===== config.mk =====
export PLATFORM = sky130hd
export DESIGN_NAME = vrc6_top
export DESIGN_NICKNAME = d
export VERILOG_FILES = /design/src/hw/vrc6_pkg.sv /design/src/hw/vrc6_reg_if.sv /design/src/hw/vrc6_reg_decode.sv /design/src/hw/vrc6_addr_map.sv /design/src/hw/vrc6_irq.sv /design/src/hw/vrc6_top.sv
export SDC_FILE = /design/constraint.sdc
export NUM_CORES = 1
export LEC_CHECK = 0
export BUFFER_PORTS_ARGS = -buffer_cell sky130_fd_sc_hd__clkbuf_2
export CORE_ASPECT_RATIO = 0.6
export CORE_MARGIN = 3
export CORE_UTILIZATION = 50
export DETAILED_ROUTE_END_ITERATION = 10
export PLACE_DENSITY = 0.72
export SKIP_CTS_REPAIR_TIMING = 1
export SYNTH_ARGS = -nofsm -noshare
export SYNTH_HDL_FRONTEND = slang
export SYNTH_SLANG_ARGS = --single-unit

===== constraint.sdc =====
create_clock -name clk -period 6 [get_ports clk]
set_input_delay 1.5 -clock clk [delete_from_list [all_inputs] [get_ports clk]]
set_output_delay 1.5 -clock clk [all_outputs]
set_load 0.005 [all_outputs]

===== src/hw/vrc6_pkg.sv =====
//~~~~~~~~~~~~~~~~~~~~~~~~~~~~~~~~~~~~~~~~~~~~~~~~~~~~~~~~~~~~~~~~~~~~~~~~~~
// Widths, fixed bank fields and encodings shared by the VRC6 mapper blocks.
// Modules reach them through vrc6_pkg:: scoped names.
//~~~~~~~~~~~~~~~~~~~~~~~~~~~~~~~~~~~~~~~~~~~~~~~~~~~~~~~~~~~~~~~~~~~~~~~~~~

package vrc6_pkg;

	// Bus and bank widths
	localparam int CPU_AW     = 16;         // CPU address bus
	localparam int PPU_AW     = 14;         // PPU address bus
	localparam int OUT_AW     = 22;         // Translated PRG and CHR addresses
	localparam int PRG_BANK_W = 6;          // 8 KB PRG bank number
	localparam int CHR_BANK_W = 8;          // 1 KB CHR bank number
	localparam int CHR_BANKS  = 8;          // Eight 1 KB windows in pattern space

	// Fixed fields of the translated addresses
	localparam logic [PRG_BANK_W-1:0] PRG_LAST_BANK = 6'h3F;         // Bank at 0xE000
	localparam logic [8:0]            PRG_RAM_BASE  = 9'b111100000;  // Work RAM region
	localparam logic [2:0]            CHR_REGION    = 3'b100;        // CHR space select

	// IRQ prescaler, 341 PPU dots over three CPU-cycle groups
	localparam int SCALER_W = 7;
	localparam logic [SCALER_W-1:0] SCALER_LONG  = 7'd113;
	localparam logic [SCALER_W-1:0] SCALER_SHORT = 7'd112;

	// Register selected by a CPU write, after the A0/A1 swap
	typedef enum logic [3:0] {
		REG_NONE,                            // Not a mapper register
		REG_PRG8,                            // 0x800x, 16 KB bank at 0x8000
		REG_PRGC,                            // 0xC00x, 8 KB bank at 0xC000
		REG_MIRROR,                          // 0xB003
		REG_CHR0,                            // 0xD000
		REG_CHR1,
		REG_CHR2,
		REG_CHR3,
		REG_CHR4,                            // 0xE000
		REG_CHR5,
		REG_CHR6,
		REG_CHR7,
		REG_IRQ_LATCH,                       // 0xF000
		REG_IRQ_CTRL,                        // 0xF001
		REG_IRQ_ACK                          // 0xF002
	} vrc6_reg_e;

	// Nametable mirroring, the value written to bits 3..2 of 0xB003
	typedef enum logic [1:0] {
		MIR_VERT,                            // A10 picks the page
		MIR_HORZ,                            // A11 picks the page
		MIR_ONE_LO,                          // Single screen, lower page
		MIR_ONE_HI                           // Single screen, upper page
	} vrc6_mirror_e;

endpackage


===== src/hw/vrc6_reg_if.sv =====
//~~~~~~~~~~~~~~~~~~~~~~~~~~~~~~~~~~~~~~~~~~~~~~~~~~~~~~~~~~~~~~~~~~~~~~~~~~
// Decoded CPU register writes, passed from the decoder to the IRQ timer
//~~~~~~~~~~~~~~~~~~~~~~~~~~~~~~~~~~~~~~~~~~~~~~~~~~~~~~~~~~~~~~~~~~~~~~~~~~

interface vrc6_reg_if;

	// A write lands in the cycle where ce and wr are both high
	logic                ce;             // One pulse per CPU cycle
	logic                wr;             // CPU write
	vrc6_pkg::vrc6_reg_e sel;            // Addressed register
	logic [7:0]          data;           // CPU write data

	modport decode (
		output ce,
		output wr,
		output sel,
		output data
	);

	modport irq (
		input ce,
		input wr,
		input sel,
		input data
	);

endinterface


===== src/hw/vrc6_reg_decode.sv =====
//~~~~~~~~~~~~~~~~~~~~~~~~~~~~~~~~~~~~~~~~~~~~~~~~~~~~~~~~~~~~~~~~~~~~~~~~~~
// CPU write decoder; holds bank and mirroring registers, forwards IRQ writes
//~~~~~~~~~~~~~~~~~~~~~~~~~~~~~~~~~~~~~~~~~~~~~~~~~~~~~~~~~~~~~~~~~~~~~~~~~~

module vrc6_reg_decode (
	input  logic                                 clk,
	input  logic                                 reset,
	input  logic                                 ce,
	input  logic                                 prg_write,
	input  logic [vrc6_pkg::CPU_AW-1:0]          prg_ain,
	input  logic [7:0]                           prg_din,
	input  logic                                 variant_26,
	vrc6_reg_if.decode                           bus,
	output logic [vrc6_pkg::PRG_BANK_W-2:0]      prg_bank8,
	output logic [vrc6_pkg::PRG_BANK_W-1:0]      prg_bankc,
	output logic [vrc6_pkg::CHR_BANKS-1:0][vrc6_pkg::CHR_BANK_W-1:0] chr_bank,
	output vrc6_pkg::vrc6_mirror_e               mirror
);

	logic [vrc6_pkg::CPU_AW-1:0] ain;
	logic [2:0]                  chr_idx;
	vrc6_pkg::vrc6_reg_e         sel;

	// Mapper 26 boards wire A0 and A1 crossed
	assign ain = variant_26 ? {prg_ain[15:2], prg_ain[0], prg_ain[1]} : prg_ain;

	// 0xD00x selects banks 0..3, 0xE00x banks 4..7
	assign chr_idx = {ain[13], ain[1:0]};

	always_comb begin
		sel = vrc6_pkg::REG_NONE;
		case (ain[15:12])
			4'h8: sel = vrc6_pkg::REG_PRG8;
			4'hB: begin
				if (ain[1:0] == 2'b11)
					sel = vrc6_pkg::REG_MIRROR;
			end
			4'hC: sel = vrc6_pkg::REG_PRGC;
			4'hD, 4'hE: begin
				sel = vrc6_pkg::vrc6_reg_e'(4'(vrc6_pkg::REG_CHR0) + {1'b0, chr_idx});
			end
			4'hF: begin
				case (ain[1:0])
					2'b00:   sel = vrc6_pkg::REG_IRQ_LATCH;
					2'b01:   sel = vrc6_pkg::REG_IRQ_CTRL;
					2'b10:   sel = vrc6_pkg::REG_IRQ_ACK;
					default: sel = vrc6_pkg::REG_NONE;   // 0xF003 unused
				endcase
			end
			default: sel = vrc6_pkg::REG_NONE;
		endcase
	end

	// Bank and mirroring registers
	always_ff @(posedge clk or posedge reset) begin
		if (reset) begin
			prg_bank8 <= '0;
			prg_bankc <= '0;
			chr_bank  <= '0;
			mirror    <= vrc6_pkg::MIR_VERT;
		end else if (ce && prg_write) begin
			case (sel)
				vrc6_pkg::REG_PRG8:   prg_bank8 <= prg_din[vrc6_pkg::PRG_BANK_W-2:0];
				vrc6_pkg::REG_PRGC:   prg_bankc <= prg_din[vrc6_pkg::PRG_BANK_W-1:0];
				vrc6_pkg::REG_MIRROR: mirror <= vrc6_pkg::vrc6_mirror_e'(prg_din[3:2]);
				default: begin
					if (sel inside {[vrc6_pkg::REG_CHR0:vrc6_pkg::REG_CHR7]})
						chr_bank[chr_idx] <= prg_din;
				end
			endcase
		end
	end

	// IRQ registers live in the timer, every write is forwarded
	assign bus.ce   = ce;
	assign bus.wr   = prg_write;
	assign bus.sel  = sel;
	assign bus.data = prg_din;

	// Work RAM and lower space never reach a bank register
	a_no_bank_below_8000: assert property (@(posedge clk) disable iff (reset)
		ce && prg_write && !prg_ain[15] |=> $stable(prg_bank8) && $stable(prg_bankc)
			&& $stable(chr_bank) && $stable(mirror))
		else $error("bank or mirroring register changed by a write below 0x8000");

endmodule


===== src/hw/vrc6_addr_map.sv =====
//~~~~~~~~~~~~~~~~~~~~~~~~~~~~~~~~~~~~~~~~~~~~~~~~~~~~~~~~~~~~~~~~~~~~~~~~~~
// Combinational PRG/CHR translation, nametable routing and access enables
//~~~~~~~~~~~~~~~~~~~~~~~~~~~~~~~~~~~~~~~~~~~~~~~~~~~~~~~~~~~~~~~~~~~~~~~~~~

module vrc6_addr_map (
	input  logic [vrc6_pkg::CPU_AW-1:0]          prg_ain,
	input  logic [vrc6_pkg::PPU_AW-1:0]          chr_ain,
	input  logic                                 prg_write,
	input  logic                                 chr_ram,
	input  logic [vrc6_pkg::PRG_BANK_W-2:0]      prg_bank8,
	input  logic [vrc6_pkg::PRG_BANK_W-1:0]      prg_bankc,
	input  logic [vrc6_pkg::CHR_BANKS-1:0][vrc6_pkg::CHR_BANK_W-1:0] chr_bank,
	input  vrc6_pkg::vrc6_mirror_e               mirror,
	output logic [vrc6_pkg::OUT_AW-1:0]          prg_aout,
	output logic                                 prg_allow,
	output logic [vrc6_pkg::OUT_AW-1:0]          chr_aout,
	output logic                                 chr_allow,
	output logic                                 vram_a10,
	output logic                                 vram_ce
);

	logic                            prg_is_ram;
	logic [vrc6_pkg::PRG_BANK_W-1:0] prg_bank;
	logic [vrc6_pkg::CHR_BANK_W-1:0] chr_sel_bank;
	logic                            a10_sel;

	assign prg_is_ram = (prg_ain[15:13] == 3'b011);   // 0x6000-0x7FFF

	always_comb begin
		case (prg_ain[15:13])
			3'b100, 3'b101: prg_bank = {prg_bank8, prg_ain[13]};   // 16 KB window
			3'b110:         prg_bank = prg_bankc;
			3'b111:         prg_bank = vrc6_pkg::PRG_LAST_BANK;
			default:        prg_bank = '0;
		endcase
	end

	assign prg_aout = prg_is_ram ? {vrc6_pkg::PRG_RAM_BASE, prg_ain[12:0]}
	                             : {3'b000, prg_bank, prg_ain[12:0]};

	// Reads of ROM space, any access to work RAM
	assign prg_allow = (prg_ain[15] && !prg_write) || prg_is_ram;

	assign chr_sel_bank = chr_bank[chr_ain[12:10]];

	// Nametables take A10 from the mirroring mode instead of the bank
	always_comb begin
		if (!chr_ain[13]) begin
			a10_sel = chr_sel_bank[0];
		end else begin
			unique case (mirror)
				vrc6_pkg::MIR_VERT:   a10_sel = chr_ain[10];
				vrc6_pkg::MIR_HORZ:   a10_sel = chr_ain[11];
				vrc6_pkg::MIR_ONE_LO: a10_sel = 1'b0;
				vrc6_pkg::MIR_ONE_HI: a10_sel = 1'b1;
			endcase
		end
	end

	assign chr_aout = {vrc6_pkg::CHR_REGION, 1'b0,
	                   chr_sel_bank[vrc6_pkg::CHR_BANK_W-1:1], a10_sel, chr_ain[9:0]};

	assign vram_ce   = chr_ain[13];                 // Nametable space goes to VRAM
	assign vram_a10  = a10_sel;
	assign chr_allow = chr_ram && !chr_ain[13];     // Pattern writes only on CHR RAM boards

endmodule


===== src/hw/vrc6_irq.sv =====
//~~~~~~~~~~~~~~~~~~~~~~~~~~~~~~~~~~~~~~~~~~~~~~~~~~~~~~~~~~~~~~~~~~~~~~~~~~
// VRC IRQ timer, scanline or CPU-cycle mode, fed by decoded register writes
//~~~~~~~~~~~~~~~~~~~~~~~~~~~~~~~~~~~~~~~~~~~~~~~~~~~~~~~~~~~~~~~~~~~~~~~~~~

module vrc6_irq (
	input  logic       clk,
	input  logic       reset,
	vrc6_reg_if.irq    bus,
	output logic       irq
);

	logic [7:0]                    latch;
	logic [7:0]                    counter;
	logic [vrc6_pkg::SCALER_W-1:0] scaler;
	logic [1:0]                    phase;     // Position in the 113/113/112 pattern
	logic                          mode;      // M, count every CPU cycle
	logic                          ack_en;    // A, copied into E on acknowledge
	logic                          en;        // E
	logic                          pending;
	logic                          latch_wr;
	logic                          ctrl_wr;
	logic                          ack_wr;
	logic                          step;
	logic                          tick;
	logic                          en_nxt;
	logic                          pend_nxt;

	assign latch_wr = bus.ce && bus.wr && (bus.sel == vrc6_pkg::REG_IRQ_LATCH);
	assign ctrl_wr  = bus.ce && bus.wr && (bus.sel == vrc6_pkg::REG_IRQ_CTRL);
	assign ack_wr   = bus.ce && bus.wr && (bus.sel == vrc6_pkg::REG_IRQ_ACK);

	// Control write owns the cycle, no count on the same ce
	assign step = bus.ce && en && !ctrl_wr;
	assign tick = mode || (scaler == '0);

	always_ff @(posedge clk) begin
		if (latch_wr)
			latch <= bus.data;
	end

	// Prescaler and counter
	always_ff @(posedge clk or posedge reset) begin
		if (reset) begin
			scaler  <= vrc6_pkg::SCALER_LONG;
			phase   <= 2'd0;
			counter <= 8'd0;
		end else if (ctrl_wr && bus.data[1]) begin
			scaler  <= vrc6_pkg::SCALER_LONG;
			phase   <= 2'd0;
			counter <= latch;
		end else if (step) begin
			if (scaler != '0) begin
				scaler <= scaler - 1'b1;
			end else begin
				scaler <= phase[1] ? vrc6_pkg::SCALER_SHORT : vrc6_pkg::SCALER_LONG;
				phase  <= phase[1] ? 2'd0 : phase + 2'd1;
			end
			if (tick)
				counter <= (counter == 8'hFF) ? latch : counter + 8'd1;
		end
	end

	always_comb begin
		en_nxt   = en;
		pend_nxt = pending;
		if (ctrl_wr)
			en_nxt = bus.data[1];
		else if (ack_wr)
			en_nxt = ack_en;
		if (ctrl_wr || ack_wr)
			pend_nxt = 1'b0;                    // Either write acknowledges
		else if (step && tick && counter == 8'hFF)
			pend_nxt = 1'b1;
	end

	always_ff @(posedge clk or posedge reset) begin
		if (reset) begin
			mode    <= 1'b0;
			ack_en  <= 1'b0;
			en      <= 1'b0;
			pending <= 1'b0;
			irq     <= 1'b0;
		end else begin
			if (ctrl_wr) begin
				mode   <= bus.data[2];
				ack_en <= bus.data[0];
			end
			en      <= en_nxt;
			pending <= pend_nxt;
			irq     <= pend_nxt && en_nxt;
		end
	end

	// E must already be set in the cycle before irq goes high
	a_irq_needs_enable: assert property (@(posedge clk) disable iff (reset)
		$rose(irq) |-> $past(en))
		else $error("irq rose with the IRQ enable low");

endmodule


===== src/hw/vrc6_top.sv =====
//~~~~~~~~~~~~~~~~~~~~~~~~~~~~~~~~~~~~~~~~~~~~~~~~~~~~~~~~~~~~~~~~~~~~~~~~~~
// VRC6 mapper top level (mappers 24 and 26), plain CPU and PPU bus ports
//~~~~~~~~~~~~~~~~~~~~~~~~~~~~~~~~~~~~~~~~~~~~~~~~~~~~~~~~~~~~~~~~~~~~~~~~~~

module vrc6_top (
	input  logic                        clk,
	input  logic                        reset,
	input  logic                        ce,          // One pulse per CPU cycle
	input  logic [vrc6_pkg::CPU_AW-1:0] prg_ain,
	input  logic                        prg_write,
	input  logic [7:0]                  prg_din,
	input  logic [vrc6_pkg::PPU_AW-1:0] chr_ain,
	input  logic                        variant_26,  // Mapper 26 wiring
	input  logic                        chr_ram,
	output logic [vrc6_pkg::OUT_AW-1:0] prg_aout,
	output logic                        prg_allow,
	output logic [vrc6_pkg::OUT_AW-1:0] chr_aout,
	output logic                        chr_allow,
	output logic                        vram_a10,
	output logic                        vram_ce,
	output logic                        irq
);

	logic [vrc6_pkg::PRG_BANK_W-2:0]                           prg_bank8;
	logic [vrc6_pkg::PRG_BANK_W-1:0]                           prg_bankc;
	logic [vrc6_pkg::CHR_BANKS-1:0][vrc6_pkg::CHR_BANK_W-1:0] chr_bank;
	vrc6_pkg::vrc6_mirror_e                                    mirror;

	vrc6_reg_if reg_bus ();

	vrc6_reg_decode u_decode (
		.clk        (clk),
		.reset      (reset),
		.ce         (ce),
		.prg_write  (prg_write),
		.prg_ain    (prg_ain),
		.prg_din    (prg_din),
		.variant_26 (variant_26),
		.bus        (reg_bus.decode),
		.prg_bank8  (prg_bank8),
		.prg_bankc  (prg_bankc),
		.chr_bank   (chr_bank),
		.mirror     (mirror)
	);

	vrc6_addr_map u_map (
		.prg_ain   (prg_ain),
		.chr_ain   (chr_ain),
		.prg_write (prg_write),
		.chr_ram   (chr_ram),
		.prg_bank8 (prg_bank8),
		.prg_bankc (prg_bankc),
		.chr_bank  (chr_bank),
		.mirror    (mirror),
		.prg_aout  (prg_aout),
		.prg_allow (prg_allow),
		.chr_aout  (chr_aout),
		.chr_allow (chr_allow),
		.vram_a10  (vram_a10),
		.vram_ce   (vram_ce)
	);

	vrc6_irq u_irq (
		.clk   (clk),
		.reset (reset),
		.bus   (reg_bus.irq),
		.irq   (irq)
	);

endmodule


==> metrics.txt, run 1 <==
crit path launch type primary input; vias in the first global route 3,748; RSZ-0062 raised after global routing false; Tcrit/Tclk final 0.7774; Synth Register Bits 107; Num CTS Buffers 9; post-DP HPWL between 8000 and 9000 um; Data required, critical path 4500 ps; Worst-path clk slew 70 ps; pwr dens 275.5 mW/mm^2; Synth top area share 0.4224; Rel. slew slack 0.2401; Min Clock Period, post-route 4665 ps; endpoints failing hold 0; Leakage 2.781 nW; largest net degree at the start of global routing 66; initial core utilization 0.5222; Yosys warnings 0; Synth Instances 458; most common cell in the netlist dfrtp_1; WL/cell 19.78 um; remaining global-route overflow 0; Final Max Slew Viols 0; antenna violations before repair 0; top post-synthesis cells by area dfrtp_1 (42%), mux2_2 (17%), mux4_2 (6.4%), buf_4 (4.4%), edfxtp_1 (4.3%); synthesized area 0.005628 mm^2; row count 29; clk sinks 107; ANT nets after route 0; Final setup viols 0; insertion delay to the later sink of the worst-skew pair 340 ps; Max stage delay on crit path approximately 570 ps; Post-Route WL 12,110 um; Primary FF master, synth dfrtp_1; number of synthesized flops with an enable pin 8; diode count 0; critical path's most frequent cell clkbuf_2; Seq/Total Area, Yosys 0.4838; first-pass GRT wire length 19,620 um; Crit Path Category primary input to primary output; maximum VDD drop 0.1600 mV; Crit. path cell count 6; Initial DRC Count slightly below 200; Hold Path Cell Cnt 1; fin nets 516; sum of negative setup slack 0 ps; Post-synth ARST share 0.9252; CTS Buffer Depth 2; Filler cells 861; vias per cell 6.131; area grow syn2layout 6.803%; Slowest-stage cell, CP mux4_2; Slew @ Worst Pin 1133 ps; Chip Height 88.18 um; layout cells sized above 1 0.4080; Root Driver clkbuf_16; # DRC 0; R2R depth 6; largest area contributor in the netlist dfrtp_1; fmax approximately 210 MHz; I/O Pins 93; core area 0.01078 mm^2; Critical Path AT 3160 ps; Yosys cell types 66; die width 143.0 um; Buf/Inv on CP 2; CTS tree done; Hold Path Class flip-flop to flip-flop; DIE AREA 0.01261 mm^2; IO buf count 48; status completed; top cells by count, synth dfrtp_1 (95), mux2_2 (86), buf_4 (33), nand2_1 (27), nor2_1 (25); max cap viols 0; Final Worst Setup Slack roughly 1300 ps; Placer Congestion about 0.83; clock skew 5.924 ps; CP Capture Type primary output; synthesized area per cell 12.29 um^2; depth of the CTS H-tree 3; CP top delay family buffers and inverters; CP max FO 17; drt pass-1 iters 5; crit path cell chain clkbuf_2, mux4_2, nor2b_1, a211oi_1, a31oi_1, clkbuf_2; DP Worst Slack 1314 ps; vias 3,752; gr usage total 0.2020
## layer usage
layer,GRT usage,part of all wire,up-vias
met5,0,0,-
met4,0.05522,0.013,0
met3,0.04855,0.053,23
met2,0.3169,0.46,127
met1,0.2853,0.48,1920
li1,-,-,1682
## worst reg2reg max path, stage by stage (launching register included)
cell      delay [ps]
dfrtp_1          440
nor4_2           450
and3b_1          370
o21ai_1          140
a21oi_1          380
nand4_1          160
a222oi_1         310
## cells by family after synthesis
family | after synthesis | share of synthesized area
AO/OA/AOI/OAI | 66 | 0.08293
buffers and inverters | 64 | 0.06870
AND/OR/NAND/NOR | 109 | 0.1114
flip-flops | 107 | 0.4838
adder cells (fa/ha/maj) | 4 | 0.008893
XOR/XNOR | 1 | 0.001557
other | 2 | 0.001334
multiplexers | 105 | 0.2414
## power by group
group | leakage, nW | switching [mW] | internal (mW) | total [mW]
Clock | 0.139 | 0.274 | 0.297 | 0.571
Combinational | 1.26 | 0.108 | 0.123 | 0.232
Sequential | 1.38 | 0.0438 | 0.810 | 0.854
## stage by stage
stage                     instance area, um^2  std cells  hold WS [ps]  total power, mW    util
final                                    6011        612         466.6            1.656  0.5578
after global routing                     6011        612         492.0            1.730  0.5578
after CTS                                6011        612         469.5            1.667  0.5578
after detailed placement                 5724        596         452.0            1.100  0.5312
after global placement                   5724        596         440.6            1.085  0.5312
after floorplan                          5635        460         434.9            1.042       -
## registers in the layout, indices dropped and copies added (netlist names)
register,flops
u_decode.chr_bank,64
u_decode.mirror,2
u_decode.prg_bank8,5
u_decode.prg_bankc,6
u_irq.ack_en,1
u_irq.counter,8
u_irq.en,1
u_irq.irq,1
u_irq.latch,8
u_irq.mode,1
u_irq.pending,1
u_irq.phase,2
u_irq.scaler,7
## area by class of cell
type	count	area (um^2)	share of cell area
multi-input cells	289	2526	0.4203
well taps	139	173.9	0.02893
clock inverters	6	47.55	0.007910
flip-flops and latches	107	2723	0.4530
clock buffers	10	239.0	0.03976
repair buffers	51	262.8	0.04371
inverters	10	38.79	0.006453
## layout by cell type, fill, tap and decap left out, drive strengths merged, types with 4 or more instances in the layout
cell type  instances
a211o              4
a211oi             5
a21oi             17
and2               5
and3               4
clkbuf            58
clkinv             4
conb               4
dfrtp             95
dfstp              4
edfxtp             8
ha                 4
inv               11
mux2              86
mux4              16
nand2             27
nand3              7
nor2              27
nor2b              4
nor3               8
nor3b              4
nor4               5
o21ai             14
## final timing paths
check | start | slack (ps) | endpoint
setup / recovery | chr_ain[10] | 1340 | vram_a10
hold / removal | u_irq.latch[6]$_DFFE_PP_ | 470 | u_irq.counter[6]$_DFFE_PP0P_
setup reg to reg | u_irq.scaler[2]$_DFFE_PP0P_ | 3640 | u_irq.counter[4]$_DFFE_PP0P_
hold reg to reg | u_irq.latch[6]$_DFFE_PP_ | 470 | u_irq.counter[6]$_DFFE_PP0P_
max in group asynchronous | reset | 3560 | u_decode.chr_bank[22]$_DFFE_PP0P_
min in group asynchronous | reset | 1190 | u_decode.prg_bankc[3]$_DFFE_PP0P_
No activity file was read; power rests on OpenSTA's default activity.
==> inputs of run 2 (changes only) <==
==> constraint.sdc (replaced) <==
create_clock -name clk -period 4.3 [get_ports clk]
set_input_delay 1.075 -clock clk [delete_from_list [all_inputs] [get_ports clk]]
set_output_delay 1.075 -clock clk [all_outputs]
set_load 0.005 [all_outputs]
==> metrics.txt, run 2 (synthesized netlist as in run 1, its figures left out) <==
status completed; WL/cell 20.07 um (+1.5%); pwr dens 399.7 mW/mm^2 (+45%); layout cells sized above 1 0.4118 (+0.003731); Num CTS Buffers 9 (unchanged); IO buf count 48 (unchanged); max cap viols 0 (unchanged); Leakage 2.820 nW (+1.4%); placed instance area 0.005747 mm^2 (+0.39%); drt pass-1 iters 4 (-1); initial core utilization 0.5222 (unchanged); post-DP HPWL 8531 um (+0.28%); RSZ-0062 raised after global routing false; antenna violations before repair 0 (unchanged); CTS Buffer Depth 2 (unchanged); endpoints failing hold 0 (unchanged); max FFs per register 64 (unchanged); vias per cell 6.120 (-0.17%); Crit Path Category primary input to primary output; CP Capture Type primary output; Post-Route WL 12,340 um (+1.9%); Rel. slew slack 0.4106 (+0.1705); Root Driver clkbuf_16; Internal Power 1.825 mW (+48%); most frequent cells in the layout dfrtp_1 (95), mux2_2 (86), clkbuf_2 (48), nand2_1 (27), nor2_1 (25); first-pass GRT wire length 20,230 um (+3.1%); Sw Ratio 0.2486 (-0.008632); Pwr Total 2.429 mW (+47%); Final setup viols 0 (unchanged); Combinational Power Share 0.134 (-0.006); Seq pwr share 0.492 (-0.024); Worst-path clk slew 70 ps (about the same); Reg with most FFs u_decode.chr_bank; largest net degree at the start of global routing 53 (-20%); fmax around 270 MHz; Psw 603.7 uW (+42%); # DRC 0 (unchanged); commonest non-fill, non-tap cell in the layout dfrtp_1; area grow syn2layout 7.959%; row count 29 (unchanged); top flop regs u_decode.chr_bank (64), u_irq.counter (8), u_irq.latch (8); core area 0.01078 mm^2 (unchanged); Hold Path Class flip-flop to flip-flop; ANT nets after route 0 (unchanged); Placer Congestion 0.8043 (-3.1%); Min Clock Period, post-route 3701 ps; gr usage total 0.2095 (+0.007444); cell area after layout 0.006076 mm^2 (+1.1%); clk sinks 107 (unchanged); maximum VDD drop 0.2313 mV (+45%); sum of negative setup slack 0 ps (unchanged); clock skew 8.257 ps (+2.333 ps); Clock Power Share 0.374 (+0.029); Final Max Slew Viols 0 (unchanged); remaining global-route overflow 0 (unchanged); vias 3,764 (+0.32%); CP max FO 12 (-5); diode count 0 (unchanged); Slew @ Worst Pin 883.1 ps (-249.9 ps); I/O Pins 93 (unchanged); DIE AREA 0.01261 mm^2 (unchanged); Tcrit/Tclk final 0.8607; Chip Height 88.18 um (unchanged); CTS tree done; depth of the CTS H-tree 3 (unchanged); die width 143.0 um (unchanged); vias in the first global route 3,770 (+0.59%); crit path launch type primary input; insertion delay to the later sink of the worst-skew pair 350 ps (about the same); Data required, critical path 3220 ps (-1280 ps); fin nets 519 (+0.58%); Initial DRC Count 320 (+65%); Critical Path AT 2630 ps (-530 ps)
[run 2: changes by cell type in the layout (fill, tap and decap cells not counted)]
cell / before / now
inv_6: 2 / 3
inv_8: 0 / 1
clkinv_2: 2 / 1
clkbuf_8: 1 / 0
buf_4: 3 / 6
clkinvlp_4: 1 / 0
clkinv_4: 2 / 0
inv_4: 0 / 1
bufinv_16: 0 / 2
[run 2: routing by layer]
layer,vias to the layer above,wire length (um),global-route usage
li1,1677,-,-
met1,1930,5826,0.3067
met2,135,5524,0.3101
met3,22,858,0.06656
met4,0,131,0.04228
met5,-,0,0
[run 2: critical path, cell delays in order]
cell and delay (ps):
clkbuf_2 370, buf_4 260, mux4_2 520, mux2_2 280, clkbuf_2 110
[run 2: through the flow]
| step | hold slack [ps] | instances | setup WS (ps) | utilization |
|---|---|---|---|---|
| floorplan | 434.9 | 460 | 603.0 | - |
| global placement | 443.9 | 599 | 618.1 | 0.5333 |
| detailed placement | 447.4 | 599 | 583.1 | 0.5333 |
| CTS | 463.6 | 615 | 574.7 | 0.5638 |
| global route | 485.5 | 615 | 459.5 | 0.5638 |
| finish | 460.2 | 615 | 598.8 | 0.5638 |
[run 2: layout make-up]
type | count | area (um^2)
fillers | 886 | 4701
clock buffers | 9 | 225.2
well taps | 139 | 173.9
repair buffers | 54 | 285.3
multi-input cells | 289 | 2526
clock inverters | 7 | 103.9
inverters | 10 | 38.79
flip-flops and latches | 107 | 2723
[run 2: worst paths after layout]
| path | startpoint | endpoint | slack [ps] | cells past startpoint |
|---|---|---|---|---|
| max | chr_ain[10] | chr_aout[12] | 600 | 5 |
| min | u_irq.latch[2]$_DFFE_PP_ | u_irq.counter[2]$_DFFE_PP0P_ | 460 | 1 |
| max reg2reg | u_irq.scaler[2]$_DFFE_PP0P_ | u_irq.counter[0]$_DFFE_PP0P_ | 1980 | 6 |
| min reg2reg | u_irq.latch[2]$_DFFE_PP_ | u_irq.counter[2]$_DFFE_PP0P_ | 460 | 1 |
| max in group asynchronous | reset | u_irq.scaler[4]$_DFFE_PP1P_ | 2550 | 3 |
| min in group asynchronous | reset | u_decode.prg_bankc[3]$_DFFE_PP0P_ | 860 | 2 |
[run 2: power groups by stage]
stage,registers [mW],logic [mW],clock network (mW)
5_1_grt,1.21,0.361,0.968
4_1_cts,1.19,0.328,0.930
2_1_floorplan,1.19,0.267,0
3_5_place_dp,1.21,0.327,0
6_report,1.20,0.325,0.908
3_3_place_gp,1.21,0.312,0
==> inputs of run 3 (changes only) <==
--- a/config.mk
+++ b/config.mk
@@ -8,9 +8,10 @@
 export BUFFER_PORTS_ARGS = -buffer_cell sky130_fd_sc_hd__clkbuf_2
 export CORE_ASPECT_RATIO = 0.6
 export CORE_MARGIN = 3
-export CORE_UTILIZATION = 50
+export CORE_UTILIZATION = 57
+export CTS_CLUSTER_SIZE = 20
 export DETAILED_ROUTE_END_ITERATION = 10
-export PLACE_DENSITY = 0.72
+export PLACE_DENSITY = 0.81
 export SKIP_CTS_REPAIR_TIMING = 1
 export SYNTH_ARGS = -nofsm -noshare
 export SYNTH_HDL_FRONTEND = slang
==> metrics.txt, run 3 (synthesized netlist as in run 1, its figures left out) <==
status completed; max cap viols 0 (unchanged); maximum VDD drop 0.2175 mV (-6.0%); Buf/Inv on CP 3 (unchanged); r2r setup slk 1850 ps (-130 ps); Critical R2R Capture u_irq.counter[4]$_DFFE_PP0P_; Min-Delay Endpoint u_irq.counter[2]$_DFFE_PP0P_; CTS Buffer Depth 2 (unchanged); first-pass GRT wire length 19,830 um (-2.0%); Tcrit/Tclk final 0.8422 (-0.01854); clk sinks 107 (unchanged); Reg with most FFs u_decode.chr_bank; critical path's most frequent cell clkbuf_2; fin nets 519 (unchanged); I/O Pins 93 (unchanged); insertion delay to the later sink of the worst-skew pair 350 ps (about the same); max FFs per register 64 (unchanged); Final setup viols 0 (unchanged); Placer Congestion 0.8712 (+8.3%); initial core utilization 0.5993 (+0.07702); CP top delay family buffers and inverters; Leakage 2.802 nW (-0.61%); cell area after layout 0.006028 mm^2 (-0.78%); vias per cell 6.117 (about the same); Num CTS Buffers 9 (unchanged); Data required, critical path 3220 ps (about the same); gr usage total 0.2255 (+0.01607); vias 3,707 (-1.5%); Hold Path Cell Cnt 1 (unchanged); Max stage delay on crit path 530 ps (about the same); sum of negative setup slack 0 ps (unchanged); R2R depth 6 (unchanged); IO buf count 48 (unchanged); Worst-path clk slew 70 ps (about the same); DIE AREA 0.01114 mm^2 (-12%); die width 134.3 um (-6.1%); fmax 276.1 MHz (+2.2%); crit path launch type primary input; core area 0.009392 mm^2 (-13%); drt pass-1 iters 4 (unchanged); ANT nets after route 0 (unchanged); Root Driver clkbuf_16; CTS tree done; endpoints failing hold 0 (unchanged); Min Clock Period, post-route 3621 ps (-79.73 ps); largest net degree at the start of global routing 37 (-30%); Hold Path Class flip-flop to flip-flop; antenna violations before repair 0 (unchanged); row count 27 (-6.9%); WL/cell 19.59 um (-2.4%); depth of the CTS H-tree 3 (unchanged); reg-to-reg critical path startpoint u_irq.scaler[2]$_DFFE_PP0P_; area grow syn2layout 7.114%; Initial DRC Count 294 (-8.1%); RSZ-0062 raised after global routing false; # DRC 0 (unchanged); vias in the first global route 3,683 (-2.3%); placed instance area 0.005736 mm^2 (-0.20%); Slowest-stage cell, CP mux4_2; Final Max Slew Viols 0 (unchanged); Post-Route WL 11,870 um (-3.8%); layout cells sized above 1 0.4076 (-0.004202); Crit Path Category primary input to primary output; Rel. slew slack 0.6123 (+0.2017); crit path cell chain clkbuf_2, buf_4, mux4_2, a211oi_1, a31oi_1, clkbuf_2; post-DP HPWL 8298 um (-2.7%); most frequent cells in the layout dfrtp_1 (95), mux2_2 (86), clkbuf_2 (48), nand2_1 (27), nor2_1 (25); Critical Path AT 2550 ps (-80 ps); commonest non-fill, non-tap cell in the layout dfrtp_1; Hold Path Origin u_irq.latch[2]$_DFFE_PP_; remaining global-route overflow 0 (unchanged); clock skew 6.944 ps (-1.313 ps); Chip Height 82.97 um (-5.9%); Slew @ Worst Pin 581.6 ps (-301.5 ps); diode count 0 (unchanged); CP Capture Type primary output; top flop regs u_decode.chr_bank (64), u_irq.counter (8), u_irq.latch (8); pwr dens 385.7 mW/mm^2 (-3.5%); CP max FO 13 (+1)
-- run 3: cell count changes in the layout (fill, tap and decap cells not counted), sizes merged --
cell and delta:
clkbuf +6, inv -5, bufinv -2, clkinv +1
-- run 3: worst max-delay path by stage --
stage / startpoint / endpoint / cells past startpoint
6_report: chr_ain[10] / chr_aout[10] / 6
5_1_grt: chr_ain[10] / chr_aout[10] / 6
4_1_cts: chr_ain[10] / chr_aout[10] / 6
3_5_place_dp: chr_ain[10] / chr_aout[10] / 6
3_3_place_gp: chr_ain[10] / chr_aout[10] / 6
2_1_floorplan: chr_ain[10] / chr_aout[11] / 4
-- run 3: cell type report --
type / count / area (um^2)
Multi-Input combinational cell: 289 / 2526
Tap cell: 130 / 162.7
Clock inverter: 1 / 5.005
Timing Repair Buffer: 54 / 285.3
Fill cell: 723 / 3363
Inverter: 10 / 38.79
Sequential cell: 107 / 2723
Clock buffer: 15 / 287.8
-- run 3: metal layers --
layer | part of all wire | vias up | routed length (um) | track usage
li1 | - | 1681 | - | -
met2 | 0.44 | 116 | 5209 | 0.3236
met4 | 0.012 | 0 | 139 | 0.05638
met3 | 0.068 | 20 | 803 | 0.05872
met5 | 0 | - | 0 | 0
met1 | 0.48 | 1890 | 5719 | 0.3434
-- run 3: where the power goes --
part           leakage, nW  switching [mW]  total, mW  internal [mW]
clock                0.146           0.353      0.810          0.456
combinational         1.27           0.150      0.323          0.173
sequential            1.38          0.0610       1.19           1.13
total                 2.80           0.565       2.33           1.76
-- run 3: metrics by stage --
stage                     total power, mW  worst slack (ps)  hold WS [ps]    util  std cells
after floorplan                     1.454             603.0         434.9       -        460
after global placement              1.516             662.3         441.6  0.6107        590
after detailed placement            1.533             645.6         449.9  0.6107        590
after CTS                           2.335             633.1         467.2  0.6419        606
after global routing                2.440             541.3         476.7  0.6419        606
final                               2.325             678.6         463.7  0.6419        606
